==> config.mk <==
export PLATFORM = sky130hd
export DESIGN_NAME = fc_drain
export DESIGN_NICKNAME = d
export VERILOG_FILES = /design/src/hdl/fc_dims_pkg.sv /design/src/hdl/fc_regs_pkg.sv /design/src/hdl/fc_drain.sv
export SDC_FILE = /design/constraint.sdc
export NUM_CORES = 1
export LEC_CHECK = 0
export ABC_AREA = 1
export BUFFER_PORTS_ARGS = -buffer_cell sky130_fd_sc_hd__buf_4
export CORE_UTILIZATION = 50
export DETAILED_ROUTE_END_ITERATION = 8
export PLACE_DENSITY = 0.8
export SYNTH_ARGS = -nofsm -noshare
export SYNTH_HDL_FRONTEND = slang
export SYNTH_SLANG_ARGS = --single-unit
==> constraint.sdc <==
create_clock -name clk -period 2.5 [get_ports clk]
set_input_delay 0.375 -clock clk [delete_from_list [all_inputs] [get_ports clk]]
set_output_delay 0.375 -clock clk [all_outputs]
set_load 0.03 [all_outputs]
==> src/hdl/fc_dims_pkg.sv <==
package fc_dims_pkg;

  // Datapath widths
  localparam int DWIDTH   = 16;
  localparam int ACCWIDTH = 40;
  localparam int QBITS    = 8;

  // Core array and memory sizes
  localparam int CORES    = 4;
  localparam int CORELOG  = 2;
  localparam int NETSIZE  = 8;
  localparam int MEMSIZE  = 8;
  localparam int LWIDTH   = 8;

  typedef logic signed [DWIDTH-1:0]   data_t;
  typedef logic signed [ACCWIDTH-1:0] acc_t;
  // Neuron count with one carry bit
  typedef logic [LWIDTH:0]            cnt_t;

endpackage
==> src/hdl/fc_regs_pkg.sv <==
package fc_regs_pkg;

  localparam int BWIDTH = 32;
  localparam int REGLOG = 3;

  // Register map
  localparam logic [REGLOG-1:0] REG_START   = 3'd0;
  localparam logic [REGLOG-1:0] REG_SIZES   = 3'd1;
  localparam logic [REGLOG-1:0] REG_OFFSETS = 3'd2;
  localparam logic [REGLOG-1:0] REG_NET     = 3'd3;
  localparam logic [REGLOG-1:0] REG_FLAGS   = 3'd4;

  typedef struct packed {
    logic [fc_dims_pkg::LWIDTH-1:0]  total_in;
    logic [fc_dims_pkg::LWIDTH-1:0]  total_out;
    logic [fc_dims_pkg::MEMSIZE-1:0] in_offset;
    logic [fc_dims_pkg::MEMSIZE-1:0] out_offset;
    logic [fc_dims_pkg::NETSIZE-1:0] net_offset;
    logic                            bias_en;
    logic                            relu_en;
  } layer_cfg_t;

endpackage

==> src/hdl/fc_drain.sv <==
module fc_drain (
  input  logic                             clk,
  input  logic                             xrst,
  input  logic                             start,
  input  fc_regs_pkg::layer_cfg_t          cfg,
  input  logic                             res_valid,
  input  fc_dims_pkg::data_t               res [fc_dims_pkg::CORES],
  output logic                             wr_we,
  output logic [fc_dims_pkg::MEMSIZE-1:0]  wr_addr,
  output fc_dims_pkg::data_t               wr_data,
  output logic                             done
);

  fc_dims_pkg::data_t              lat [fc_dims_pkg::CORES];
  fc_dims_pkg::cnt_t               nbase;
  fc_dims_pkg::cnt_t               wbase;
  fc_dims_pkg::cnt_t               nidx;
  logic [fc_dims_pkg::CORELOG-1:0] slot;
  logic                            wr_act;
  logic                            last_slot;
  logic                            last_grp;

  assign nidx      = wbase + fc_dims_pkg::cnt_t'(slot);
  assign last_slot = slot == fc_dims_pkg::CORELOG'(fc_dims_pkg::CORES - 1);
  assign last_grp  = wbase + fc_dims_pkg::cnt_t'(fc_dims_pkg::CORES)
                     >= fc_dims_pkg::cnt_t'(cfg.total_out);

  // Neurons past total_out are padding in the last group
  assign wr_we   = wr_act && nidx < fc_dims_pkg::cnt_t'(cfg.total_out);
  assign wr_addr = fc_dims_pkg::MEMSIZE'(cfg.out_offset + nidx);
  assign wr_data = lat[slot];

  always_ff @(posedge clk) begin
    if (res_valid)
      lat <= res;
  end

  // A new group may land on the final slot of the previous one
  always_ff @(posedge clk) begin
    if (!xrst) begin
      nbase  <= '0;
      wbase  <= '0;
      slot   <= '0;
      wr_act <= 1'b0;
      done   <= 1'b0;
    end else begin
      done <= wr_act && last_slot && last_grp;
      if (start)
        nbase <= '0;
      if (res_valid) begin
        wbase  <= nbase;
        nbase  <= nbase + fc_dims_pkg::cnt_t'(fc_dims_pkg::CORES);
        slot   <= '0;
        wr_act <= 1'b1;
      end else if (wr_act) begin
        slot <= slot + 1'b1;
        if (last_slot)
          wr_act <= 1'b0;
      end
    end
  end

endmodule

# Yosys cells after proc, flatten, opt, wreduce, memory -nomap -nowiden
# Cells that the tools add are included.
# word_totals
reg_bits,86
latchBits,0
ramBits,0
romBits,0
inputBits,110
output_inout_bits,26
memories,0
# classes
add_sub_neg,5
n_mul,0
div,0
n_lt_le_gt_ge,3
n_eq_ne,1
n_shift,0
mux,8
bitwise,2
reduce_logical,5
# ops
op,count
binary-select mux 16 bit (select 2 bit),1
2-to-1 mux 16 bit,2
adder 9 x 3 -> 9 bit (second input constant),2
2-to-1 mux 9 bit,2
adder 9 x 2 -> 9 bit,1
>= comparator 9 x 8 -> 1 bit,1
less-than comparator 9 x 8 -> 1 bit,1
adder 8 bit,1
>= comparator 3 bit (second input constant),1
logical AND 1 bit,3
2-to-1 mux 1 bit,3
inverter 2 -> 3 bit,1
adder 2 x 1 -> 2 bit (second input constant),1
== test 2 bit (second input constant),1
nonzero test 2 bit,1
OR reduction 2 bit,1
inverter 1 bit,1

# Depth between registers and ports, before layout
# depth
ltp_word,4
ltp_mapped,11
mapped_depth_nobuf,11

# Least setup slack after synthesis
# No wires, ideal clock.
# synth_path
path_type,flip-flop to output port
start,register slot[1] (netlist name)
end,output port wr_addr[6] (netlist name)
arrival_time_ns,2.057
path_slack_ns,0.068
path_stages_with_launch,11
path_buffers,1
path_cell_list,dfxtp_1 inv_2 buf_2 fa_1 nand3b_1 nand2_1 nand2_1 nand2_1 nand2_1 nand2_1 xor2_1
# synth_via
elab_chain_cells,2
# synth_rtl
item,line,source
"start, declared",fc_drain.sv:18,logic [fc_dims_pkg::CORELOG-1:0] slot;
"start signal, assigned",fc_drain.sv:56,slot <= slot + 1'b1;
adder 9 x 2 -> 9 bit,fc_drain.sv:23,assign nidx = wbase + fc_dims_pkg::cnt_t'(slot);
adder 8 bit,fc_drain.sv:30,assign wr_addr = fc_dims_pkg::MEMSIZE'(cfg.out_offset + nidx);
"end, declared",fc_drain.sv:9,"output logic [fc_dims_pkg::MEMSIZE-1:0] wr_addr,"
# No other way between the ends.

# Worst setup path in the final report
# layout_path
start,register slot[0] (netlist name)
end,output port wr_addr[6] (netlist name)
# Same word-level chain as after synthesis.

==> impl_metrics.json <==
{
  "syn_nets": 487,
  "pre_cts_ws_ns": 0.241,
  "setup_viol": 0,
  "io_pins": 136,
  "synth_area_sq_um": 3780,
  "fin_ws_ns": 0.0607,
  "rrSetupSlack_ns": 0.82,
  "timing.final.crit_share_pct": 97.6,
  "path_common_cell": "nand2_1",
  "period_needed_ns": 2.44,
  "drtAntennaViolNets": 0,
  "dpl.hpwl_microns": 5860,
  "synth_edf_count": 64,
  "hold_end": "lat[59]",
  "first_global_vias": 2997,
  "numCtsBuffers": 9,
  "cts_sinks": 82,
  "startpoint_type": "register",
  "start_util_pct": 51.8,
  "power.density_nw_per_um2": 620,
  "end_kind": "output port",
  "htree_num_levels": 3,
  "diodes": 0,
  "dieArea_sq_um": 7900,
  "nets": 596,
  "hp-start": "res[59]",
  "vdd_ir_drop_max_uv": 446,
  "stdcell_count": 566,
  "placed_cells": 549,
  "grt_max_degree": 57,
  "grt-ovfl-total": 0,
  "crit_required_ns": 2.12,
  "synth_seq_area_share_pct": 60.4,
  "critPathKind": "reg2out",
  "status": "complete, no violations",
  "synth_cells": 353,
  "hold_depth": 1,
  "vias_per_cell": 5.18,
  "die_width_microns": 88.9,
  "rsz0062_at_grt": "yes",
  "vias": 2932,
  "drc": 0,
  "r2r-end": "done",
  "wl_per_cell_microns": 14.4,
  "portBuffers": 109,
  "clock_skew_ns": 0.00738,
  "root_buffer": "clkbuf_8",
  "rows": 31,
  "syn2layout_area_growth_pct": 29.7,
  "critPathArrivalTime_ns": 2.06,
  "drt_iter0_drc": 132,
  "drt_pre_antenna_iters": 4,
  "utilization_pct": 67.2,
  "p_leak_nw": 2.10,
  "cts.path.max_buffers": 2,
  "critPathMaxStageDelay_ns": 0.36,
  "reg2reg_depth": 10,
  "final_max_slew_viol_count": 0,
  "cp_max_fo": 2,
  "worstMarginPinSlew_ns": 0.648,
  "wirelength_microns": 8160,
  "gp_congestion": 0.804,
  "worstHoldPathType": "in2reg",
  "ys_seq_elements": 82,
  "max_freq_mhz": 410,
  "clkLatencyLatePin_ns": 0.35,
  "dpl_cell_area_sq_um": 4670,
  "grt_use_total_pct": 22.4,
  "core-area_sq_um": 7290,
  "r2r-start": "wbase[3]",
  "maxSlewHeadroom_pct": 56.8,
  "drive_above_1_share_pct": 29.6,
  "slowest_stage": "dfxtp_2",
  "synthArstFlopShare_pct": 0,
  "die_y_microns": 88.9,
  "cts_tree": "yes",
  "synth_flop_cell": "edfxtp_1",
  "final_area_sq_um": 4900,
  "grt_pass1_wl_microns": 13100,
  "path_cells": "ha_4 -> inv_1 -> fa_2 -> nand3b_1 -> nand2_2 -> nand2_1 -> nand2_1 -> nand2_1 -> nand2_1 -> xor2_1 -> buf_4",
  "maxCapViolations": 0,
  "antenna_found_initial": 0,
  "yosys_warnings": 0,
  "clkTransAtPathRegs_ns": 0.08,
  "postCtsHoldBufs": 0,
  "hold_violations": 0,
  "synth_cell_types": 29,
  "avgSynthCellArea_sq_um": 10.7
}
-- worst max path at each step --
stage               cells after the start  slack [ns]  startpoint    endpoint
finish                                 11        0.06     slot[0]  wr_addr[6]
global route                           11       -0.05     slot[0]  wr_addr[6]
CTS                                    11        0.04     slot[0]  wr_addr[6]
detailed placement                     12        0.24     cfg[10]  wr_addr[6]
global placement                       12        0.30     cfg[10]  wr_addr[6]
floorplan                              10        0.07     slot[1]  wr_addr[6]
-- what timing repair did --
item | 4_1_cts | 5_1_grt
resized for setup | 3 | 4
pin swaps | 0 | 1
setup endpoints to repair | 1 | 2
buffers inserted | 0 | 1
-- final cells by class --
class	count	area, sq um
inverters	27	104
clock buffers	11	131
flip-flops and latches	82	2280
repair buffers	114	856
well taps	99	124
fillers	573	2390
clock inverters	5	63.8
multi-input cells	228	1340
-- sequential cells by signal, indices dropped and copies added, names as in the netlist --
register / cells
done: 1
lat: 64
slot: 2
wr_act: 1
wbase: 7
nbase: 7
-- Yosys cell counts (all sizes together), types with 2 or more instances --
library cell	n	area share, %
a211oi	2	0.40
a21oi	17	2.3
buf	9	1.3
clkbuf	7	0.73
dfxtp	18	9.5
edfxtp	64	51
ha	23	7.6
inv	27	2.7
nand2	46	4.6
nand3	8	1.2
nand3b	2	0.40
nand4	3	0.50
nor2	50	5.1
o21ai	41	5.4
o22ai	19	3.1
xnor2	4	0.93
xor2	7	1.6
-- placed cells by master (no fill, tap or decap), drive strengths merged, types with 3 or more instances in the layout --
master    n
a21oi    17
buf     114
clkbuf   11
dfxtp    18
edfxtp   64
ha       23
inv      28
nand2    46
nand3     8
nand4     3
nor2     50
o21ai    41
o22ai    19
xnor2     4
xor2      7
-- routing by layer --
layer | vias to the layer above | track usage [%] | part of all wire, %
li1 | 1456 | - | -
met1 | 1342 | 25.9 | 41
met2 | 110 | 39.0 | 50
met3 | 24 | 4.34 | 5.6
met4 | 0 | 13.2 | 3.4
met5 | - | 0 | 0
-- power by group --
| group | switching (W) | internal [W] | total (W) |
|---|---|---|---|
| clock | 0.000472 | 0.000469 | 0.000941 |
| sequential | 0.0000314 | 0.00157 | 0.00160 |
| combinational | 0.000282 | 0.000216 | 0.000498 |
-- cell families after synthesis --
group	after synthesis	share of synthesized area, %
AND/OR/NAND/NOR	109	11.8
AO/OA/AOI/OAI	84	12.4
flip-flops	82	60.4
buffers and inverters	43	4.67
adder cells (fa/ha/maj)	24	8.15
XOR/XNOR	11	2.55
-- metrics by stage --
step	setup TNS (ns)	total power, W	hold WS [ns]
global route	-0.0497	0.00316	0.178
global placement	0	0.00211	0.469
floorplan	0	0.00188	0.437
detailed placement	0	0.00212	0.478
finish	0	0.00304	0.193
CTS	0	0.00305	0.180
-- worst max-delay path: cells and delay by family, from the launching register on --
family	cells	cell delay [ns]
buf+inv	2	0.22
flops	1	0.36
fa+ha+maj	2	0.47
simple gates	6	0.52
xor+xnor	1	0.14
Power figures use the tool's default switching activity.
