File: src/hdl/fc_dims_pkg.sv
package fc_dims_pkg;

  // Datapath widths
  localparam int DWIDTH   = 16;
  localparam int ACCWIDTH = 40;
  localparam int QBITS    = 8;

  // Core array and memory sizes
  localparam int CORES    = 4;
  localparam int CORELOG  = 2;
  localparam int NETSIZE  = 8;
  localparam int MEMSIZE  = 8;
  localparam int LWIDTH   = 8;

  typedef logic signed [DWIDTH-1:0]   data_t;
  typedef logic signed [ACCWIDTH-1:0] acc_t;
  // Neuron count with one carry bit
  typedef logic [LWIDTH:0]            cnt_t;

endpackage
File: src/hdl/fc_regs_pkg.sv
package fc_regs_pkg;

  localparam int BWIDTH = 32;
  localparam int REGLOG = 3;

  // Register map
  localparam logic [REGLOG-1:0] REG_START   = 3'd0;
  localparam logic [REGLOG-1:0] REG_SIZES   = 3'd1;
  localparam logic [REGLOG-1:0] REG_OFFSETS = 3'd2;
  localparam logic [REGLOG-1:0] REG_NET     = 3'd3;
  localparam logic [REGLOG-1:0] REG_FLAGS   = 3'd4;

  typedef struct packed {
    logic [fc_dims_pkg::LWIDTH-1:0]  total_in;
    logic [fc_dims_pkg::LWIDTH-1:0]  total_out;
    logic [fc_dims_pkg::MEMSIZE-1:0] in_offset;
    logic [fc_dims_pkg::MEMSIZE-1:0] out_offset;
    logic [fc_dims_pkg::NETSIZE-1:0] net_offset;
    logic                            bias_en;
    logic                            relu_en;
  } layer_cfg_t;

endpackage

File: src/hdl/fc_regs.sv
module fc_regs (
  input  logic                             clk,
  input  logic                             xrst,
  input  logic                             reg_we,
  input  logic [fc_regs_pkg::REGLOG-1:0]   reg_addr,
  input  logic [fc_regs_pkg::BWIDTH-1:0]   reg_wdata,
  input  logic                             done,
  output fc_regs_pkg::layer_cfg_t          cfg,
  output logic                             start,
  output logic                             busy
);

  logic busy_q;
  logic host_wr;

  // busy drops in the ack cycle itself
  assign busy    = busy_q && !done;
  assign host_wr = reg_we && !busy;

  always_ff @(posedge clk) begin
    if (!xrst) begin
      cfg    <= '0;
      start  <= 1'b0;
      busy_q <= 1'b0;
    end else begin
      start <= host_wr && reg_addr == fc_regs_pkg::REG_START;
      if (host_wr && reg_addr == fc_regs_pkg::REG_START)
        busy_q <= 1'b1;
      else if (done)
        busy_q <= 1'b0;
      if (host_wr) begin
        case (reg_addr)
          fc_regs_pkg::REG_SIZES: begin
            cfg.total_in  <= reg_wdata[fc_dims_pkg::LWIDTH-1:0];
            cfg.total_out <= reg_wdata[fc_dims_pkg::LWIDTH +: fc_dims_pkg::LWIDTH];
          end
          fc_regs_pkg::REG_OFFSETS: begin
            cfg.in_offset  <= reg_wdata[fc_dims_pkg::MEMSIZE-1:0];
            cfg.out_offset <= reg_wdata[fc_dims_pkg::LWIDTH +: fc_dims_pkg::MEMSIZE];
          end
          fc_regs_pkg::REG_NET:   cfg.net_offset <= reg_wdata[fc_dims_pkg::NETSIZE-1:0];
          fc_regs_pkg::REG_FLAGS: begin
            cfg.bias_en <= reg_wdata[1];
            cfg.relu_en <= reg_wdata[0];
          end
          default: ;
        endcase
      end
    end
  end

endmodule

File: config.mk
export PLATFORM = sky130hd
export DESIGN_NAME = fc_regs
export DESIGN_NICKNAME = d
export VERILOG_FILES = /design/src/hdl/fc_dims_pkg.sv /design/src/hdl/fc_regs_pkg.sv /design/src/hdl/fc_regs.sv
export SDC_FILE = /design/constraint.sdc
export NUM_CORES = 1
export LEC_CHECK = 0
export BUFFER_PORTS_ARGS = -buffer_cell sky130_fd_sc_hd__buf_2
export CAP_MARGIN = 5
export CELL_PAD_IN_SITES_DETAIL_PLACEMENT = 2
export CELL_PAD_IN_SITES_GLOBAL_PLACEMENT = 2
export CORE_MARGIN = 2
export CORE_UTILIZATION = 28
export DETAILED_ROUTE_END_ITERATION = 8
export PLACE_DENSITY_LB_ADDON = 0.1
export SLEW_MARGIN = 20
export SYNTH_ARGS = -nofsm -noshare
export SYNTH_HDL_FRONTEND = slang
export SYNTH_SLANG_ARGS = --single-unit
File: constraint.sdc
create_clock -name clk -period 2.4 [get_ports clk]
set_clock_uncertainty 0.05 [all_clocks]
set_input_delay 0.12 -clock clk [delete_from_list [all_inputs] [get_ports clk]]
set_output_delay 0.12 -clock clk [all_outputs]
set_load 0.02 [all_outputs]
## Word-level counts from Yosys, hierarchy flattened

Index checks and enable logic that the tools add are counted.

| storage, ports and cells | value |
|---|---|
| input port bits | 39 |
| logic and storage cells | 26 |
| RAM bits | 0 |
| memories | 0 |
| latch bits | 0 |
| register bits | 44 |
| bits in read-only memories | 0 |
| output and inout bits | 44 |

| cells by class | value |
|---|---|
| shifts and indexed selects | 0 |
| muxes and demuxes | 2 |
| $lt $le $gt $ge | 0 |
| reductions and logical operators | 11 |
| divide/modulo/power cells | 0 |
| multiply operators | 0 |
| bitwise gates (word level) | 0 |
| equality and inequality tests | 4 |
| $add $sub $neg | 0 |

Operators by type and width:

| operator | count |
|---|---|
| 2-bit AND reduction | 4 |
| 3-bit by 2-bit equality test with 1-bit output, second input constant | 2 |
| 3-bit by 1-bit equality test with 1-bit output, second input constant | 1 |
| 3-bit equality test, second input constant | 1 |
| 1-bit logical AND | 3 |
| 3-bit zero test | 1 |
| 1-bit zero test | 2 |
| 1-bit 2-to-1 mux | 2 |
| 2-bit nonzero test | 1 |

## Depth between registers and ports, before layout

| depth | value |
|---|---|
| depth after elaboration | 6 |
| mapped depth | 6 |
| mapped depth without buffers | 3 |

## Worst setup path after synthesis

OpenSTA, ideal clock, no wires.

| timing | value |
|---|---|
| kind | reg-to-reg |
| start | register busy_q |
| end | register cfg[18] in the netlist's numbering |
| required time | 2278 ps |
| buffers on the path | 3 |
| setup slack | 1032 ps |
| setup time | 72 ps |
| arrival time | 1246 ps |
| stages on the path, launching flop included | 7 |
| clock period less this slack | 1368 ps |
| cells stage by stage | dfxtp_1 > nor2b_4 > buf_6 > nor4b_4 > buf_6 > buf_12 > mux2i_1 |

| on the way | value |
|---|---|
| word-level cells in the longest chain between the ends | 4 |

RTL lines:

| element | line | text |
|---|---|---|
| start, declared | fc_regs.sv:13 | `logic busy_q;` |
| start signal, assigned | fc_regs.sv:24 | `busy_q <= 1'b0;` |
| start signal, assigned | fc_regs.sv:28 | `busy_q <= 1'b1;` |
| start signal, assigned | fc_regs.sv:30 | `busy_q <= 1'b0;` |
| 1-bit logical AND | fc_regs.sv:17 | `assign busy = busy_q && !done;` |
| named net busy | fc_regs.sv:10 | `output logic busy` |
| 1-bit zero test | fc_regs.sv:18 | `assign host_wr = reg_we && !busy;` |
| 1-bit logical AND | fc_regs.sv:18 |  |
| 2-bit AND reduction (no source line) | n/a |  |
| end, declared | fc_regs.sv:8 | `output fc_regs_pkg::layer_cfg_t cfg,` |

The timed path passes the listed nets, and every way through them passes these cells.
A chain may end at the register's enable or synchronous reset.

## Worst setup path after layout

| timing | value |
|---|---|
| start | register busy_q |
| end | register cfg[39] in the netlist's numbering |

| on the way | value |
|---|---|
| word-level cells in the longest chain between the ends | 4 |

RTL lines:

| element | line |
|---|---|
| 1-bit logical AND | fc_regs.sv:17 |
| 1-bit zero test | fc_regs.sv:18 |
| 1-bit logical AND | fc_regs.sv:18 |
| 2-bit AND reduction (no source line) | n/a |

No other way between the ends.

==> metrics.csv <==
metric,value,unit
maximum VDD drop,0.231,mV
Worst Hold Path EP,cfg[14],
CTS Buf Count,5,
Synth warnings,0,
final net count,273,
DIE HEIGHT,83.0,um
PostCTS Resize Cnt,0,
CTS tree,yes,
R2R setup slack,730,ps
slowest cell delay on critical path,570,ps
"slowest stage cell, crit path",nor4b_4,
PwrDens,616,nW/um^2
Clock Pin Slew Worst Setup and Hold Paths,80,ps
postcts setup bufs,0,
first-pass GRT wire length,7.89,mm
H-tree levels,2,
Rows,28,
Clock Latency Late Sink,290,ps
via count,1398,
RSZ-0062 raised after global routing,no,
post-synthesis sequential area ratio,50.5,%
drt drc,0,
Internal,0.00103,W
synthesis-stage register bit count,44,
HPWL Detailed,3.50,mm
DR iter-0 viols,44,
die width,83.0,um
period utilization,69.7,%
core outline area,5960,um^2
"Max FO, Critical Path",7,
grt ovf,0,
Final Max Slew Viols,0,
share of layout cells above drive strength 1,35.3,%
sequential share of power,55.7,%
Hold Crit Depth,3,
clk sink count,44,
max_slew headroom,40.4,%
hold crit path type,in2reg,
Worst Reg-to-Reg Cells,4,
"top cells by area, synth","dfxtp_1, mux2i_1, nand2_1",
FMAX,0.598,GHz
largest net degree at the start of global routing,51,
Worst Setup SP,busy_q,
run status,finished clean,
NetSw,0.000323,W
synth unique cells,14,
GP Congestion,0.655,
Crit path arrival time,1830,ps
Max-cap violations,0,
Clk pwr share,34.7,%
Post-Syn Area per Cell,10.4,um^2
Root Driver,clkbuf_8,
Period minus WS final,1670,ps
r2r endpoint,cfg[39],
Pleak,0.960,nW
Fin. Hold Viols,0,
I/O pin total,83,
DRT Wirelength,4.61,mm
DR vias/cell,4.51,
number of global-route vias before repair,1580,
DR WL/cell,14.9,um
Least-Margin Pin Slew,894,ps
I/O Buffers,66,
worst-path cell chain,nor2b_4 > nor4b_4 > buf_4 > mux2i_1,
Worst Hold Launch,reg_wdata[12],
GRT Util Overall,14.0,%
Logic pwr share,9.6,%
setup violators final,0,
ant diodes,0,
die area,6880,um^2
Cells after Synth,168,
Sw Share,23.9,%
Clock Tree Buf Depth,2,
Crit Reg-Reg Startpoint,busy_q,
Synth top area share,50.5,%
Mapped Nets,207,
initial antenna violation count,0,
Pre-antenna DRT Iters,2,
CP required,2560,ps
kind of end point of the critical path,register,
Layout area overhead,25.9,%
Crit Path Class,reg2reg,
crit path launch type,register,
Initial Utilization,29.3,%
leading area contributor after synthesis,dfxtp_1,
Synth Cell Area,1750,um^2
"Power, Total",0.00135,W
post-route ant nets,0,
hold-fix buffers at CTS,0,
Sum Neg Setup Slack,0,ps
## final cells by class
| type | instances | area [um^2] |
|---|---|---|
| fillers | 684 | 3760 |
| flip-flops and latches | 44 | 881 |
| multi-input cells | 112 | 764 |
| repair buffers | 71 | 368 |
| well taps | 75 | 93.8 |
| clock buffers | 8 | 90.1 |
## power groups by stage
stage,Combinational [W],Sequential (W),Clock (W)
floorplan,0.0000634,0.000789,0
global placement,0.000126,0.000769,0
detailed placement,0.000133,0.000771,0
CTS,0.000133,0.000754,0.000495
global route,0.000143,0.000756,0.000537
finish,0.000130,0.000753,0.000469
## per-stage QoR
stage | cells | hold slack (ps) | area, um^2 | utilization [%] | setup WS, ps
floorplan | 168 | 229 | 1750 | - | 1030
global placement | 302 | 343 | 2110 | 35.4 | 776
CTS | 310 | 46.0 | 2200 | 36.9 | 683
global route | 310 | 59.7 | 2200 | 36.9 | 623
finish | 310 | 56.9 | 2200 | 36.9 | 727
detailed placement | 302 | 365 | 2110 | 35.4 | 687
## logic make-up (layout without fill, tap and decap cells)
logic type / Yosys count / after routing / share of synthesized area [%]
simple gates: 69 / 69 / 19.3
flops: 44 / 44 / 50.5
mux: 42 / 42 / 24.1
compound gates: 1 / 1 / 0.430
buf+inv: 12 / 79 / 5.73
## synthesized netlist by cell type
master / count
nor2b_4: 1
buf_6: 3
nor3_4: 1
nor2_1: 1
buf_12: 2
mux2i_1: 42
and4b_2: 1
nor3_1: 2
nor4b_4: 2
clkbuf_1: 7
nand2b_2: 1
o21a_1: 1
dfxtp_1: 44
nand2_1: 60
## worst max-delay path: cells and delay by family, from the launching register on
kind	cells	cell delay, ps
flip-flops	1	310
multiplexers	1	210
AND/OR/NAND/NOR	2	730
buffers and inverters	1	290
## registers in the layout, summed over array words and instances (netlist names)
register,count
busy_q,1
cfg,42
start,1
## how the worst max path moves through the flow
| stage | slack, ps | cells after the start | end |
|---|---|---|---|
| 3_5_place_dp | 690 | 5 | cfg[39] |
| 4_1_cts | 680 | 4 | cfg[39] |
| 6_report | 730 | 4 | cfg[39] |
| 2_1_floorplan | 1030 | 6 | cfg[18] |
| 5_1_grt | 620 | 4 | cfg[41] |
| 3_3_place_gp | 780 | 5 | cfg[41] |
## layer usage
layer  vias to the layer above  wire, um  GRT usage (%)
met5                         -         0              0
met4                         0        22           3.58
met3                         2       236           4.17
met2                        39      2460           25.4
met1                       677      1890           15.8
li1                        680         -              -
## cell usage in the layout (no fill, tap or decap)
cell type and n:
nor3_1 2, nand2b_2 1, buf_4 5, nor2_1 1, nor3_4 1, buf_2 66
dfxtp_1 44, clkbuf_1 2, nand2_1 60, clkbuf_8 6, mux2i_1 42, o21a_1 1
and4b_2 1, nor2b_4 1, nor4b_4 2
Power figures use the tool's default switching activity.
