===== src/hdl/fc_dims_pkg.sv =====
package fc_dims_pkg;

  // Datapath widths
  localparam int DWIDTH   = 16;
  localparam int ACCWIDTH = 40;
  localparam int QBITS    = 8;

  // Core array and memory sizes
  localparam int CORES    = 4;
  localparam int CORELOG  = 2;
  localparam int NETSIZE  = 8;
  localparam int MEMSIZE  = 8;
  localparam int LWIDTH   = 8;

  typedef logic signed [DWIDTH-1:0]   data_t;
  typedef logic signed [ACCWIDTH-1:0] acc_t;
  // Neuron count with one carry bit
  typedef logic [LWIDTH:0]            cnt_t;

endpackage

===== src/hdl/fc_beat_if.sv =====
interface fc_beat_if;

  logic                            valid;
  // first clears the accumulator and bias closes the group
  logic                            first;
  logic                            bias;
  fc_dims_pkg::data_t              data;
  logic [fc_dims_pkg::NETSIZE-1:0] waddr;

  modport feeder (output valid, first, bias, data, waddr);
  modport core   (input valid, first, bias, data, waddr);

endinterface


===== src/hdl/fc_core.sv =====
module fc_core (
  input  logic                             clk,
  input  logic                             xrst,
  input  logic                             relu_en,
  input  logic                             bias_en,
  fc_beat_if.core                          beat,
  input  logic                             net_we,
  input  logic [fc_dims_pkg::NETSIZE-1:0]  net_addr,
  input  fc_dims_pkg::data_t               net_wdata,
  output logic                             res_valid,
  output fc_dims_pkg::data_t               res
);

  fc_dims_pkg::data_t wmem [2**fc_dims_pkg::NETSIZE];
  fc_dims_pkg::data_t wgt;
  fc_dims_pkg::acc_t  acc;
  fc_dims_pkg::acc_t  acc_in;
  fc_dims_pkg::acc_t  prod;
  fc_dims_pkg::acc_t  sum;
  fc_dims_pkg::acc_t  shifted;

  always_ff @(posedge clk) begin
    if (net_we)
      wmem[net_addr] <= net_wdata;
  end

  assign wgt    = wmem[beat.waddr];
  assign acc_in = beat.first ? '0 : acc;
  assign prod   = fc_dims_pkg::acc_t'(beat.data) * fc_dims_pkg::acc_t'(wgt);

  // Bias is scaled up to the product's fixed point
  assign sum     = acc_in + (bias_en ? fc_dims_pkg::acc_t'(wgt) <<< fc_dims_pkg::QBITS : '0);
  assign shifted = sum >>> fc_dims_pkg::QBITS;

  always_ff @(posedge clk) begin
    if (beat.valid && !beat.bias)
      acc <= acc_in + prod;
    if (beat.valid && beat.bias)
      res <= (relu_en && shifted[fc_dims_pkg::ACCWIDTH-1]) ? '0
           : fc_dims_pkg::data_t'(shifted);
  end

  always_ff @(posedge clk) begin
    if (!xrst)
      res_valid <= 1'b0;
    else
      res_valid <= beat.valid && beat.bias;
  end

endmodule


===== src/flat_wrapper.sv =====
// flat-port wrapper written by rule: the top's interface ports become plain ports
module fc_core_flat 
  (clk, xrst, relu_en, bias_en, net_we, net_addr, net_wdata, res_valid, res, beat_valid, beat_first, beat_bias, beat_data, beat_waddr);
  fc_beat_if beat_i ();
  input  logic clk;
  input  logic xrst;
  input  logic relu_en;
  input  logic bias_en;
  input  logic net_we;
  input  logic [fc_dims_pkg::NETSIZE-1:0] net_addr;
  input  fc_dims_pkg::data_t net_wdata;
  output logic res_valid;
  output fc_dims_pkg::data_t res;
  input wire logic [$bits(beat_i.valid)-1:0] beat_valid;
  input wire logic [$bits(beat_i.first)-1:0] beat_first;
  input wire logic [$bits(beat_i.bias)-1:0] beat_bias;
  input wire logic [$bits(beat_i.data)-1:0] beat_data;
  input wire logic [$bits(beat_i.waddr)-1:0] beat_waddr;
  assign beat_i.valid = beat_valid;
  assign beat_i.first = beat_first;
  assign beat_i.bias = beat_bias;
  assign beat_i.data = beat_data;
  assign beat_i.waddr = beat_waddr;
  fc_core u_core (.clk(clk), .xrst(xrst), .relu_en(relu_en), .bias_en(bias_en), .beat(beat_i), .net_we(net_we), .net_addr(net_addr), .net_wdata(net_wdata), .res_valid(res_valid), .res(res));
endmodule

===== config.mk =====
export PLATFORM = sky130hd
export DESIGN_NAME = fc_core_flat
export DESIGN_NICKNAME = d
export VERILOG_FILES = /design/src/hdl/fc_dims_pkg.sv /design/src/hdl/fc_beat_if.sv /design/src/hdl/fc_core.sv /design/src/flat_wrapper.sv
export SDC_FILE = /design/constraint.sdc
export NUM_CORES = 2
export LEC_CHECK = 0
export BUFFER_PORTS_ARGS = -buffer_cell sky130_fd_sc_hd__buf_2
export CAP_MARGIN = 10
export CORE_MARGIN = 4
export CORE_UTILIZATION = 65
export DETAILED_ROUTE_END_ITERATION = 10
export PLACE_DENSITY = 0.82
export SETUP_SLACK_MARGIN = 0.3
export SYNTH_ARGS = -nofsm -noshare
export SYNTH_HDL_FRONTEND = slang
export SYNTH_SLANG_ARGS = --single-unit

===== constraint.sdc =====
create_clock -name clk -period 26.6 [get_ports clk]
set_input_delay 1.33 -clock clk [delete_from_list [all_inputs] [get_ports clk]]
set_output_delay 1.33 -clock clk [all_outputs]
set_load 0.02 [all_outputs]

Yosys cells after proc, flatten, opt, wreduce, memory -nomap -nowiden
Memory sizes are Yosys's and may differ from the RTL's.
Index checks and enable logic that the tools add are counted.
{ "totals": {"romBits": 0, "input_bits": 56, "out_inout_bits": 17, "ram_bits": 4096, "mem_count": 1, "latch_bits": 0, "register_bits": 57} }
{ "op_classes": {"mul": 1, "n_addsub": 2, "div": 0, "reduce_logical": 4, "bitwise": 0, "n_shift": 0, "mux": 4, "n_eq_ne": 0, "order_cmp": 0} }
{ "mem_list": {"columns": ["memory", "words", "width", "rd", "rd_ports_with_merged_regs", "wr", "line", "rtl"], "rows": [
  ["u_core.wmem", 256, 16, 1, 0, 1, "fc_core.sv:14", "fc_dims_pkg::data_t wmem [2**fc_dims_pkg::NETSIZE];"]
]} }
{ "op_table": {"columns": ["cell", "count"], "rows": [
  ["adder 40 bit", 2],
  ["2-to-1 mux 40 bit", 2],
  ["multiplier 16 x 16 -> 32 bit", 1],
  ["logical AND 1 bit", 3],
  ["2-to-1 mux 1 bit", 2],
  ["logical NOT 1 bit", 1]
]} }

Longest topological paths before layout
An unclocked memory read counts as a cell.
{ "logic_depth": {"depth_word": 4, "depth_mapped": 44, "ltp_nobuf": 39} }

Least setup slack after synthesis
Ideal clock, no wire load.
{ "synth_path": {"path_kind": "input port to flip-flop", "from": "input beat_waddr[2]", "to": "register u_core.acc[36], data pin", "arrival_ns": 11.881, "setup_slack_ns": 14.454, "n_path_buf": 5, "stages": 41, "path_cell_list": "buf_4 > clkbuf_1 > clkbuf_1 > buf_1 > mux4_2 > mux4_2 > mux4_2 > buf_2 > and2_1 > fa_1 > inv_1 > fa_1 > inv_1 > fa_1 > ha_1 > fa_1 > inv_1 > fa_1 > [5 not listed] > or4_1 > a211o_1 > a31o_2 > a21oi_1 > nor2_1 > o21a_1 > nor2_1 > xnor2_1 > ha_1 > a21o_1 > a221oi_1 > o21ai_0 > nor3_1 > a21oi_1 > and3_1 > a221oi_2 > mux2i_1 > xnor2_1"} }
{ "synth_via": {"elab_chain_cells": 3} }
{ "synth_rtl": {"columns": ["item", "line", "rtl"], "rows": [
  ["start, declared", "flat_wrapper.sv:18", "input wire logic [$bits(beat_i.waddr)-1:0] beat_waddr;"],
  ["memory (256 x 16 bit)", null, null],
  ["multiplier 16 x 16 -> 32 bit", "fc_core.sv:29", "assign prod = fc_dims_pkg::acc_t'(beat.data) * fc_dims_pkg::acc_t'(wgt);"],
  ["adder 40 bit", "fc_core.sv:37", "acc <= acc_in + prod;"],
  ["end signal, assigned", "fc_core.sv:37", null],
  ["end, declared", "fc_core.sv:16", "fc_dims_pkg::acc_t acc;"]
]} }
Every way passes these cells.
A chain may end at the register's enable or synchronous reset.

Final worst setup path
{ "layout_path": {"from": "input beat_waddr[0]", "to": "register u_core.acc[36], data pin"} }
The elaborated chain is that of the path after synthesis.

==> run_results.csv <==
group,metric,value,unit
placed_design,placed_area,0.177,sq mm
global_route,grt.total_usage,39.7,%
critical_path,max_stage_delay,850,ps
timing,rsz0062_at_grt,"no",
placed_design,place.gp.congestion,0.916,
yosys,async_flop_share,0,%
cts,cts_hold_buf,0,
floorplan,io_pins,73,
timing,timing.slew.headroom,-7.28,%
timing,fin_tns_setup,0,ps
route,firstDrtPassIters,8,
yosys,syn_nets,8203,
critical_path,critPathMaxFanout,116,
cts,cts.sinks,4153,
route,wire_per_inst,44.3,microns
global_route,grt_pass1_vias,92200,
placed_design,dp_hpwl,268000,microns
yosys,synth-warning-count,0,
yosys,synth_ff_type,"edfxtp_1",
floorplan,die_x,522,microns
yosys,synth_area,0.171,sq mm
floorplan,initial_utilization,65.3,%
timing,finalClockSkew,60.2,ps
yosys,yosysSeqAreaShare,72.7,%
run_status,status,"finished with violations",
cts,tritoncts,"yes",
cts,clk_path_buf_depth,4,
route,vias,93500,
timing,worstMarginPinSlew,1610,ps
floorplan,core_area,0.263,sq mm
route,drtAntennaViolNets,0,
floorplan,dieArea,0.272,sq mm
placed_design,io_buffers,72,
critical_path,worst_ep_arrival_time,15420,ps
cts,clk_latency,950,ps
timing,final-setup-viol-count,0,
route,drt_iter0_markers,19300,
cts,cts_resized,0,
final_layout,layout.nets,8631,
critical_path,crit_required,27240,ps
global_route,grt_first_pass_wirelength,747000,microns
yosys,post_synth_num_cell_types,63,
final_layout,syn_to_final_growth,11.0,%
route,vias_per_cell,7.78,
route,drc_errors,0,
cts,clk_pin_slew,60,ps
critical_path,path_class,"primary input to flop",
global_route,grt_max_degree,170,
yosys,ys_ff_latch,4153,
final_layout,drive_gt1_share,28.2,%
floorplan,rows,188,
yosys,syn-instance-count,7730,
run,drv_cap,0,
final_layout,fin_area,0.190,sq mm
timing,slew_violations,64,
hold_path,hold_path_class,"primary input to flop",
route,finalWirelength,532000,microns
cts,cts_buffers,398,
timing,period_needed,14780,ps
critical_path,worst_path_max_delay_cell,"buf_4",
critical_path,cp-start-kind,"primary input",
critical_path,crit_path_frequent_cell,"fa_1",
floorplan,die_height,522,microns
timing,period_share,55.6,%
hold_path,hold_path_depth,2,
yosys,synth_edf_count,4152,
cts,post_cts_buffers,0,
global_route,overflow,0,
timing,hold_viol_final,0,
critical_path,r2r_cells,37,
yosys,synth.avg_cell_area,22.2,sq um
timing,fmax,0.0677,GHz
critical_path,endpoint_kind,"flop",
cts,htreeDepth,5,
cts,clockRootBuffer,"clkbuf_16",
run_status,violations,"slew limit",
global_route,antenna_found_initial,59,
## routing by layer
layer	track usage, %	up-vias	wire [microns]
met5	0.0878	-	317
met4	25.0	38	45400
met3	11.2	2317	76800
met2	60.9	10700	250000
met1	51.1	47700	160000
li1	-	32700	-
## synthesized netlist by cell type, drive strengths merged (7+ instances only)
library cell  count  share of area (%)
edfxtp         4152                 73
mux4           1359                 18
nor2            325               0.71
inv             306               0.67
fa              264                3.1
buf             194               0.60
clkbuf          191               0.42
and2            159               0.58
nand2           158               0.35
ha              153                1.1
nor2b            62               0.23
a21oi            59               0.17
xnor2            56               0.29
o21ai            34               0.11
a21o             32               0.14
xor2             31               0.16
nand3            30              0.088
o21a             21              0.092
nand4            16              0.058
nor3             15              0.044
nand2b           12              0.044
or2              12              0.044
o21bai            9              0.039
a211o             7              0.036
a211oi            7              0.031
## placed cells by master (no fill, tap or decap), drive strengths merged, types with 7 or more instances in the layout
| master | instances |
|---|---|
| edfxtp | 4152 |
| mux4 | 1359 |
| clkbuf | 501 |
| buf | 397 |
| nor2 | 325 |
| inv | 319 |
| fa | 264 |
| and2 | 159 |
| nand2 | 158 |
| clkinv | 156 |
| ha | 153 |
| nor2b | 62 |
| a21oi | 59 |
| xnor2 | 56 |
| bufinv | 41 |
| diode | 37 |
| o21ai | 34 |
| a21o | 32 |
| xor2 | 31 |
| nand3 | 30 |
| o21a | 21 |
| clkinvlp | 19 |
| nand4 | 16 |
| nor3 | 15 |
| or2 | 12 |
| nand2b | 12 |
| o21bai | 9 |
| a211oi | 7 |
| a211o | 7 |
## layout make-up
| class | count | area, sq um |
|---|---|---|
| Sequential cell | 4153 | 125000 |
| Fill cell | 13100 | 72100 |
| Multi-Input combinational cell | 2886 | 44000 |
| Clock buffer | 485 | 10500 |
| Tap cell | 3515 | 4400 |
| Timing Repair Buffer | 413 | 3250 |
| Clock inverter | 229 | 2320 |
| Inverter | 306 | 1150 |
| Antenna cell | 37 | 92.6 |
## per-stage QoR
step                std cells  hold WS (ps)  util [%]  setup WS, ps
floorplan                7730           644         -         14450
detailed placement      11300           664      67.6         11200
global placement        11300           665      67.6         11220
global route            12000           663      72.5         11060
CTS                     12000           626      72.5         11970
finish                  12000           665      72.5         11820
## state kept, by name (all words and copies together), names as in the netlist
signal	count
u_core.acc	40
u_core.wmem	4096
u_core.res_valid	1
u_core.res	16
## critical path: cells and delay by family
family / cells / cell delay, ps
buffers and inverters: 8 / 3070
and+or+nand+nor: 7 / 1810
xor gates and xnor gates: 2 / 210
adders and majority gates: 8 / 3270
AOI/OAI and AO/OA: 11 / 2390
muxes: 5 / 2820
## final timing paths
path                                           from          endpoint  slack (ps)
worst max-delay path                  beat_waddr[0]    u_core.acc[36]       11820
worst min-delay path                           xrst  u_core.res_valid         670
worst max register to register  u_core.wmem[232][3]    u_core.acc[36]       15150
worst min register to register        u_core.acc[0]     u_core.acc[0]         680
## cell families (layout without fill, tap and decap cells)
| logic type | count (synthesis) | count (layout) | share of synthesized area, % |
|---|---|---|---|
| flip-flops | 4153 | 4153 | 72.7 |
| multiplexers | 1364 | 1364 | 17.9 |
| buffers and inverters | 691 | 1433 | 1.69 |
| other | 0 | 37 | 0 |
| XOR/XNOR | 89 | 89 | 0.471 |
| adder cells (fa/ha/maj) | 417 | 417 | 4.20 |
| AND/OR/NAND/NOR | 808 | 808 | 2.21 |
| AO/OA/AOI/OAI | 208 | 208 | 0.828 |
Power is left out: the tool's default activity adds up to more than one toggle a clock period on the data nets, which glitch-free logic cannot reach.
