[src/hdl/fc_dims_pkg.sv]
package fc_dims_pkg;

  // Datapath widths
  localparam int DWIDTH   = 16;
  localparam int ACCWIDTH = 40;
  localparam int QBITS    = 8;

  // Core array and memory sizes
  localparam int CORES    = 4;
  localparam int CORELOG  = 2;
  localparam int NETSIZE  = 8;
  localparam int MEMSIZE  = 8;
  localparam int LWIDTH   = 8;

  typedef logic signed [DWIDTH-1:0]   data_t;
  typedef logic signed [ACCWIDTH-1:0] acc_t;
  // Neuron count with one carry bit
  typedef logic [LWIDTH:0]            cnt_t;

endpackage
[src/hdl/fc_regs_pkg.sv]
package fc_regs_pkg;

  localparam int BWIDTH = 32;
  localparam int REGLOG = 3;

  // Register map
  localparam logic [REGLOG-1:0] REG_START   = 3'd0;
  localparam logic [REGLOG-1:0] REG_SIZES   = 3'd1;
  localparam logic [REGLOG-1:0] REG_OFFSETS = 3'd2;
  localparam logic [REGLOG-1:0] REG_NET     = 3'd3;
  localparam logic [REGLOG-1:0] REG_FLAGS   = 3'd4;

  typedef struct packed {
    logic [fc_dims_pkg::LWIDTH-1:0]  total_in;
    logic [fc_dims_pkg::LWIDTH-1:0]  total_out;
    logic [fc_dims_pkg::MEMSIZE-1:0] in_offset;
    logic [fc_dims_pkg::MEMSIZE-1:0] out_offset;
    logic [fc_dims_pkg::NETSIZE-1:0] net_offset;
    logic                            bias_en;
    logic                            relu_en;
  } layer_cfg_t;

endpackage

[src/hdl/fc_beat_if.sv]
interface fc_beat_if;

  logic                            valid;
  // first clears the accumulator and bias closes the group
  logic                            first;
  logic                            bias;
  fc_dims_pkg::data_t              data;
  logic [fc_dims_pkg::NETSIZE-1:0] waddr;

  modport feeder (output valid, first, bias, data, waddr);
  modport core   (input valid, first, bias, data, waddr);

endinterface

[src/hdl/fc_feeder.sv]
module fc_feeder (
  input  logic                             clk,
  input  logic                             xrst,
  input  logic                             start,
  input  fc_regs_pkg::layer_cfg_t          cfg,
  output logic [fc_dims_pkg::MEMSIZE-1:0]  rd_addr,
  input  fc_dims_pkg::data_t               rd_data,
  fc_beat_if.feeder                        beat
);

  logic                            run;
  logic [fc_dims_pkg::LWIDTH-1:0]  idx;
  fc_dims_pkg::cnt_t               gbase;
  logic [fc_dims_pkg::NETSIZE-1:0] wa;
  logic                            last_in;
  logic                            last_grp;
  logic                            v_d;
  logic                            first_d;
  logic                            bias_d;
  logic [fc_dims_pkg::NETSIZE-1:0] wa_d;

  assign last_in  = idx == cfg.total_in;
  assign last_grp = gbase + fc_dims_pkg::cnt_t'(fc_dims_pkg::CORES)
                    >= fc_dims_pkg::cnt_t'(cfg.total_out);
  assign rd_addr  = cfg.in_offset + fc_dims_pkg::MEMSIZE'(idx);

  // Index runs 0..total_in per group with the bias beat last
  always_ff @(posedge clk) begin
    if (!xrst) begin
      run     <= 1'b0;
      idx     <= '0;
      gbase   <= '0;
      wa      <= '0;
      v_d     <= 1'b0;
      first_d <= 1'b0;
      bias_d  <= 1'b0;
    end else begin
      v_d     <= run;
      first_d <= run && idx == '0;
      bias_d  <= run && last_in;
      if (start) begin
        run   <= 1'b1;
        idx   <= '0;
        gbase <= '0;
        wa    <= cfg.net_offset;
      end else if (run) begin
        wa <= wa + 1'b1;
        if (last_in) begin
          idx   <= '0;
          gbase <= gbase + fc_dims_pkg::cnt_t'(fc_dims_pkg::CORES);
          if (last_grp)
            run <= 1'b0;
        end else begin
          idx <= idx + 1'b1;
        end
      end
    end
  end

  // Weight address follows the buffer read latency
  always_ff @(posedge clk) begin
    wa_d <= wa;
  end

  assign beat.valid = v_d;
  assign beat.first = first_d;
  assign beat.bias  = bias_d;
  assign beat.data  = rd_data;
  assign beat.waddr = wa_d;

endmodule

[src/flat_wrapper.sv]
// flat-port wrapper written by rule: the top's interface ports become plain ports
module fc_feeder_flat 
  (clk, xrst, start, cfg, rd_addr, rd_data, beat_valid, beat_first, beat_bias, beat_data, beat_waddr);
  fc_beat_if beat_i ();
  input  logic clk;
  input  logic xrst;
  input  logic start;
  input  fc_regs_pkg::layer_cfg_t cfg;
  output logic [fc_dims_pkg::MEMSIZE-1:0] rd_addr;
  input  fc_dims_pkg::data_t rd_data;
  output wire logic [$bits(beat_i.valid)-1:0] beat_valid;
  output wire logic [$bits(beat_i.first)-1:0] beat_first;
  output wire logic [$bits(beat_i.bias)-1:0] beat_bias;
  output wire logic [$bits(beat_i.data)-1:0] beat_data;
  output wire logic [$bits(beat_i.waddr)-1:0] beat_waddr;
  assign beat_valid = beat_i.valid;
  assign beat_first = beat_i.first;
  assign beat_bias = beat_i.bias;
  assign beat_data = beat_i.data;
  assign beat_waddr = beat_i.waddr;
  fc_feeder u_core (.clk(clk), .xrst(xrst), .start(start), .cfg(cfg), .rd_addr(rd_addr), .rd_data(rd_data), .beat(beat_i));
endmodule
[config.mk]
export PLATFORM = sky130hd
export DESIGN_NAME = fc_feeder_flat
export DESIGN_NICKNAME = d
export VERILOG_FILES = /design/src/hdl/fc_dims_pkg.sv /design/src/hdl/fc_regs_pkg.sv /design/src/hdl/fc_beat_if.sv /design/src/hdl/fc_feeder.sv /design/src/flat_wrapper.sv
export SDC_FILE = /design/constraint.sdc
export NUM_CORES = 1
export LEC_CHECK = 0
export ABC_AREA = 1
export BUFFER_PORTS_ARGS = -buffer_cell sky130_fd_sc_hd__buf_4
export CORE_MARGIN = 2
export CORE_UTILIZATION = 46
export CTS_CLUSTER_SIZE = 12
export DETAILED_ROUTE_END_ITERATION = 8
export GPL_TIMING_DRIVEN = 0
export PLACE_DENSITY = 0.83
export SLEW_MARGIN = 10
export SYNTH_ARGS = -nofsm -noshare
export SYNTH_HDL_FRONTEND = slang
export SYNTH_SLANG_ARGS = --single-unit
[constraint.sdc]
create_clock -name clk -period 2.8 [get_ports clk]
set_input_delay 0.28 -clock clk [delete_from_list [all_inputs] [get_ports clk]]
set_output_delay 0.28 -clock clk [all_outputs]
set_load 0.02 [all_outputs]
## Word level (Yosys, flattened, before mapping)

Cells that the tools add are included.
W data, S select, Z words.

- Logic and storage cells: 28
- Input port bits: 61
- Output and inout port bits: 35
- Register bits after elaboration: 37

- $add $sub $neg: 4
- Equal/unequal tests: 1
- Mux-type cells: 7
- $lt $le $gt $ge: 1
- Bitwise operators: 1
- Reductions and logical operators: 6

Operators by type and width:

| cell | count |
|---|---|
| $mux W8 | 3 |
| $add A8 B1 Y8 const B | 2 |
| $add A9 B3 Y9 const B | 1 |
| $ge A9 B8 Y1 | 1 |
| $add A8 B8 Y8 | 1 |
| $eq A8 B8 Y1 | 1 |
| $logic_not A8 Y1 | 1 |
| $mux W1 | 4 |
| $logic_and A1 B1 Y1 | 2 |
| $reduce_and A2 Y1 | 1 |
| $reduce_bool A2 Y1 | 1 |
| $reduce_or A2 Y1 | 1 |
| $not A1 Y1 | 1 |

## Depth between registers and ports, before layout

Gate-level depths: netlist of run 1.

- Depth after elaboration: 6
- Depth in mapped cells: 13
- Mapped depth without buffers: 13

## Worst setup path after synthesis of run 1

OpenSTA, ideal clock, no wires.

- Kind: reg-to-output
- Start: register u_core.idx[0] (netlist name)
- End: output port rd_addr[6] (netlist name)
- Required time: 2,520 ps
- Buffers on the path: 0
- Data arrival time: 1,827 ps
- Cell stages (with the launch flop): 9
- Setup slack: 693 ps
- Cell sequence: dfxtp_1 ha_1 inv_1 fa_1 o21ai_0 nand2_1 nand2_1 a21oi_1 xnor2_1

- Cells in the longest elaborated chain, start to end: 1

Ends and longest elaborated chain:

| element | line | source |
|---|---|---|
| from (decl) | fc_feeder.sv:12 | `logic [fc_dims_pkg::LWIDTH-1:0] idx;` |
| from (signal assigned) | fc_feeder.sv:54 | `idx <= idx + 1'b1;` |
| $add A8 B8 Y8 | fc_feeder.sv:25 | `assign rd_addr = cfg.in_offset + fc_dims_pkg::MEMSIZE'(idx);` |
| to (decl) | flat_wrapper.sv:9 | `output logic [fc_dims_pkg::MEMSIZE-1:0] rd_addr;` |

No other way between the ends.

## Final worst setup path of run 1

Ends and elaborated chain as after synthesis.

==> results of run 1 <==
## kinds of logic after synthesis
family / after synthesis / synth area share
xor gates and xnor gates: 25 / 0.09938
and+or+nand+nor: 128 / 0.2521
buffers and inverters: 70 / 0.1511
DFF: 35 / 0.3180
AOI/OAI and AO/OA: 29 / 0.07383
adders and majority gates: 18 / 0.1056
## layout by cell type, fill, tap and decap left out, types with 12 or more instances in the layout
cell type and count:
a21oi_1 16, nor2_1 28, buf_4 83, ha_1 17, dfxtp_1 35, inv_1 48, nand3_1 20, xor2_1 13
xnor2_1 12, nand2_1 65
## layout make-up
class	count	share of cell area
Inverter	49	0.06372
Sequential cell	35	0.2427
Buffer	21	0.05158
Clock inverter	3	0.01517
Clock buffer	5	0.02384
Multi-Input combinational cell	200	0.4053
Tap cell	54	0.02341
Timing Repair Buffer	67	0.1743
## tightest hold or removal path: stages
cell	delay, ns
buf_4	0.07
o21ai_0	0.07
a21oi_1	0.11
## stage by stage
step,hold slack [ns],worst slack [ns],power (mW)
after floorplan,0.3622,0.6927,0.6740
after global placement,0.3751,0.6329,0.7674
final,0.2839,0.2749,1.211
after CTS,0.2824,0.2687,1.220
after global routing,0.2998,0.04444,1.260
after detailed placement,0.3795,0.5813,0.7724
## synthesized netlist by cell type, drive strengths merged
cell type and n:
nand4 5, fa 1, clkbuf 2, inv 49
nand2 65, a21oi 17, and2 1, buf 19
o211ai 1, ha 17, nor4 1, a22oi 1
nor3 6, or2 1, dfxtp 35, a31oi 1
xor2 13, nor2 29, xnor2 12, o21ai 9
nand3 20
## routing by layer
layer / vias to the layer above / GRT usage / routed length (microns)
met5: - / 0 / 0
met4: 0 / 0.03292 / 25
met3: 4 / 0.02762 / 181
met2: 51 / 0.3323 / 2394
met1: 919 / 0.1993 / 1975
li1: 1083 / - / -
## sequential cells by signal, summed over array words and instances (netlist names)
signal	cells
u_core.beat.waddr	8
u_core.beat.first	1
u_core.beat.bias	1
u_core.gbase	7
u_core.run	1
u_core.wa	8
u_core.beat.valid	1
u_core.idx	8
## where the power goes
part / leakage, nW / internal [mW] / switching, mW / total [mW]
Combinational: 1.20 / 0.114 / 0.114 / 0.228
Clock: 0.0581 / 0.265 / 0.185 / 0.450
Sequential: 0.287 / 0.517 / 0.0153 / 0.532
Total: 1.55 / 0.896 / 0.315 / 1.21
## worst paths after layout
check / slack, ns / start / to / cells after the start
min: 0.28 / cfg[5] / u_core.wa[3]$_SDFFE_PN0P_ / 3
min reg2reg: 0.40 / u_core.wa[7]$_SDFFE_PN0P_ / u_core.beat.waddr[7]$_DFF_P_ / 0
max: 0.27 / u_core.idx[0]$_SDFFE_PP0P_ / rd_addr[6] / 9
max reg2reg: 1.07 / u_core.gbase[2]$_SDFFE_PP0P_ / u_core.run$_SDFF_PN0_ / 10
==> flow_metrics.env, run 1 <==
export IMPL_status="finished, final reports clean"
export IMPL_ys_seq_elements=35
export IMPL_critical_path_arrival_ns=2.25
export IMPL_design_area_sq_um=2887
export IMPL_cp_required_ns=2.52
export IMPL_finalSetupTns_ns=0
export IMPL_syn2layout_area_growth_pct=31.01
export IMPL_grt_pass1_vias=1890
export IMPL_ys_seq_area_frac=0.3180
export IMPL_drc_errors=0
export IMPL_first_pass_iters=4
export IMPL_hold_buffers=0
export IMPL_clkSinkCount=35
export IMPL_drt_iter0_markers=107
export IMPL_nets=458
export IMPL_gp_congestion=0.8784
export IMPL_routed_wl_mm=4.578
export IMPL_core_area_sq_um=4661
export IMPL_setup_violations=0
export IMPL_multi_input_area_sq_um=1170
export IMPL_fp_dieArea_sq_um=5360
export IMPL_dp_cells=426
export IMPL_std_cell_rows=25
export IMPL_grt_overflow=0
export IMPL_clockRootBuffer="clkbuf_8"
export IMPL_leakagePower_nw=1.549
export IMPL_num_vias=2057
export IMPL_synth_cell_type_count=27
export IMPL_initial_core_util=0.4728
export IMPL_crit_slowest_cell="dfxtp_1"
export IMPL_clock_path_buffers=2
export IMPL_die_width_microns=73.21
export IMPL_final_cells=434
export IMPL_cts_tree="built"
export IMPL_cts_setup_buffers=0
export IMPL_ios=96
export IMPL_drive_gt1_frac=0.2579
export IMPL_cts_buffers_inserted=5
export IMPL_cp_top_family="adder cells"
export IMPL_hold_path_class="input pin to register"
export IMPL_netlist_top_cells_area="dfxtp_1 32%, nand2_1 11%, ha_1 9.7%, inv_1 8.2%, buf_4 5.5%"
export IMPL_power_density_nw_per_um2=419.4
export IMPL_ctsResizeCount=0
export IMPL_worst_path_most_repeated_cell="nand2_1"
export IMPL_max_cap_violations=0
export IMPL_die_h_microns=73.21
export IMPL_final_util=0.6193
export IMPL_final_hold_violation_count=0
export IMPL_crit_path_start_kind="register"
export IMPL_path_cells="ha_1 -> inv_1 -> fa_1 -> o21ai_0 -> nand2_1 -> nand2_1 -> a21oi_1 -> xnor2_1 -> buf_4"
export IMPL_n_fill_cell=421
export IMPL_h_tree_depth=2
export IMPL_yosysTopAreaCell="dfxtp_1"
export IMPL_period_minus_slack_ns=2.525
export IMPL_yosys_warnings=0
export IMPL_postSynthCellCount=305
export IMPL_syn_area_sq_um=2203
export IMPL_netlist_area_leader_share=0.3180
export IMPL_dpl_cell_area_sq_um=2774
export IMPL_gr_usage_all_layers=0.1729
export IMPL_num_antenna_cells=0
export IMPL_seq_area_sq_um=700.7
export IMPL_max_slew_margin_rel=0.7405
export IMPL_avgViaCountPerCell=4.740
export IMPL_rsz0062_at_grt="false"
export IMPL_hpwlAfterDp_mm=3.643
export IMPL_crit_type="register to output port"
export IMPL_avgSynthCellArea_sq_um=7.224
export IMPL_worstMarginPinSlew_ns=0.3893
export IMPL_grt_max_degree=13
export IMPL_postSynthNetCount=384
export IMPL_cp_end_kind="output port"
export IMPL_period_share=0.9018
export IMPL_crit_path_max_fanout=6
export IMPL_max_stage_delay_ns=0.46
export IMPL_path_buf_inv=2
export IMPL_grt_antenna_before_repair=0
export IMPL_clock_fmax_mhz=396.0
export IMPL_worst_skew_pair_late_latency_ns=0.28
export IMPL_slew_violations=0
export IMPL_peakVddDrop_v=0.0002894
export IMPL_portBuffers=67
export IMPL_clkTransAtPathRegs_ns=0.07
export IMPL_wl_per_cell_microns=10.55
export IMPL_grt_pass1_wl_mm=7.541
export IMPL_clock_skew_ns=0.004531
export IMPL_final_antenna_net_count=0
Note: power is estimated with default switching activity, not from simulation.
==> run 2: changes to the inputs <==
--- a/config.mk
+++ b/config.mk
@@ -12,6 +12,7 @@
 export CTS_CLUSTER_SIZE = 12
 export DETAILED_ROUTE_END_ITERATION = 8
 export GPL_TIMING_DRIVEN = 0
+export MAX_ROUTING_LAYER = met4
 export PLACE_DENSITY = 0.83
 export SLEW_MARGIN = 10
 export SYNTH_ARGS = -nofsm -noshare
==> flow_metrics.env, run 2 (synthesized netlist as in run 1, its figures left out) <==
export IMPL_slew_violations=0
export IMPL_initial_core_util=0.4728
export IMPL_hold_buffers=0
export IMPL_drive_gt1_frac=0.2579
export IMPL_num_vias=2058
export IMPL_hold_path_class="input pin to register"
export IMPL_crit_end="rd_addr[6]"
export IMPL_layout_common_cells="83 x buf_4, 65 x nand2_1, 48 x inv_1"
export IMPL_leakagePower_nw=1.549
export IMPL_clock_skew_ns=0.004531
export IMPL_met1_usage=0.1993
export IMPL_grt_overflow=0
export IMPL_clock_path_buffers=2
export IMPL_crit_path_max_fanout=6
export IMPL_busiest_layer="met2"
export IMPL_finalPower_mw=1.211
export IMPL_hpwlAfterDp_mm=3.643
export IMPL_final_antenna_net_count=0
export IMPL_cp_end_kind="output port"
export IMPL_reg2reg_depth=10
export IMPL_period_minus_slack_ns=2.525
export IMPL_max_slew_margin_rel=0.7406
export IMPL_cts_tree="built"
export IMPL_grt_use_met3=0.02762
export IMPL_layout_commonest_cell="buf_4"
export IMPL_portBuffers=67
export IMPL_final_hold_violation_count=0
export IMPL_die_h_microns=73.21
export IMPL_finalSetupTns_ns=0
export IMPL_avgViaCountPerCell=4.742
export IMPL_grt_pass1_vias=1889
export IMPL_std_cell_rows=25
export IMPL_setup_violations=0
export IMPL_grt_antenna_before_repair=0
export IMPL_grt_use_met2=0.3323
export IMPL_core_area_sq_um=4661
export IMPL_status="finished, final reports clean"
export IMPL_max_cap_violations=0
export IMPL_routed_wl_mm=4.581
export IMPL_rsz0062_at_grt="false"
export IMPL_cp_required_ns=2.52
export IMPL_worst_skew_pair_late_latency_ns=0.28
export IMPL_peakVddDrop_v=0.0002894
export IMPL_rr_endpoint="u_core.run$_SDFF_PN0_"
export IMPL_crit_start="u_core.idx[0]$_SDFFE_PP0P_"
export IMPL_cts_buffers_inserted=5
export IMPL_timing_hold_ws_ns=0.2838
export IMPL_reg2reg_from="u_core.gbase[2]$_SDFFE_PP0P_"
export IMPL_grt_pass1_wl_mm=7.541
export IMPL_syn2layout_area_growth_pct=31.01
export IMPL_clkTransAtPathRegs_ns=0.07
export IMPL_num_antenna_cells=0
export IMPL_drt_iter0_markers=107
export IMPL_fp_dieArea_sq_um=5360
export IMPL_crit_path_start_kind="register"
export IMPL_clkSinkCount=35
export IMPL_min_from="cfg[5]"
export IMPL_worstMarginPinSlew_ns=0.3892
export IMPL_nets=458
export IMPL_grt_max_degree=13
export IMPL_crit_type="register to output port"
export IMPL_reg2reg_slack_ns=1.07
export IMPL_gp_congestion=0.8929
export IMPL_drc_errors=0
export IMPL_power_density_nw_per_um2=419.4
export IMPL_first_pass_iters=4
export IMPL_h_tree_depth=2
export IMPL_n_fill_cell=421
export IMPL_cts_setup_buffers=0
export IMPL_ios=96
export IMPL_period_share=0.9018
export IMPL_die_width_microns=73.21
export IMPL_critical_path_arrival_ns=2.25
export IMPL_ctsResizeCount=0
export IMPL_gr_usage_all_layers=0.1779
export IMPL_wl_per_cell_microns=10.56
export IMPL_clock_fmax_mhz=396.0
export IMPL_clockRootBuffer="clkbuf_8"
run 2: cell counts in the layout (fill, tap and decap cells not counted):
No cell type changed its count.
run 2: power breakdown:
| group | leakage (nW) | switching (mW) | internal (mW) |
|---|---|---|---|
| sequential | 0.287 | 0.0153 | 0.517 |
| combinational | 1.20 | 0.114 | 0.114 |
| clock | 0.0581 | 0.185 | 0.265 |
run 2: worst min path at each step:
stage | end | slack (ns) | cells after the start
floorplan | u_core.beat.waddr[7]$_DFF_P_ | 0.36 | 0
global placement | u_core.beat.waddr[7]$_DFF_P_ | 0.38 | 0
detailed placement | u_core.beat.waddr[7]$_DFF_P_ | 0.38 | 0
CTS | u_core.wa[6]$_SDFFE_PN0P_ | 0.28 | 3
global route | u_core.wa[4]$_SDFFE_PN0P_ | 0.30 | 3
finish | u_core.wa[3]$_SDFFE_PN0P_ | 0.28 | 3
run 2: worst max-delay path: stages (launching register included):
cell and delay [ns]:
dfxtp_1 0.46, ha_1 0.22, inv_1 0.07, fa_1 0.41, o21ai_0 0.29, nand2_1 0.09, nand2_1 0.07, a21oi_1 0.07
xnor2_1 0.14, buf_4 0.16
run 2: final cells by class:
class | instances | area, sq um | share of cell area
plain buffers | 21 | 148.9 | 0.05158
clock buffers | 5 | 68.82 | 0.02384
clock inverters | 3 | 43.79 | 0.01517
inverters | 49 | 183.9 | 0.06372
multi-input cells | 200 | 1170 | 0.4053
flip-flops and latches | 35 | 700.7 | 0.2427
well taps | 54 | 67.56 | 0.02341
repair buffers | 67 | 503.0 | 0.1743
run 2: per-stage QoR:
stage,std cells,worst slack [ns],utilization,cell area (sq um)
floorplan,305,0.6927,-,2203
global placement,426,0.6329,0.5952,2774
detailed placement,426,0.5813,0.5952,2774
CTS,434,0.2687,0.6193,2887
global route,434,0.04445,0.6193,2887
finish,434,0.2749,0.6193,2887
run 2: layer usage:
| layer | vias up | share of wire |
|---|---|---|
| li1 | 1083 | - |
| met1 | 918 | 0.43 |
| met2 | 53 | 0.52 |
| met3 | 4 | 0.040 |
| met4 | 0 | 0.0057 |
| met5 | - | 0 |
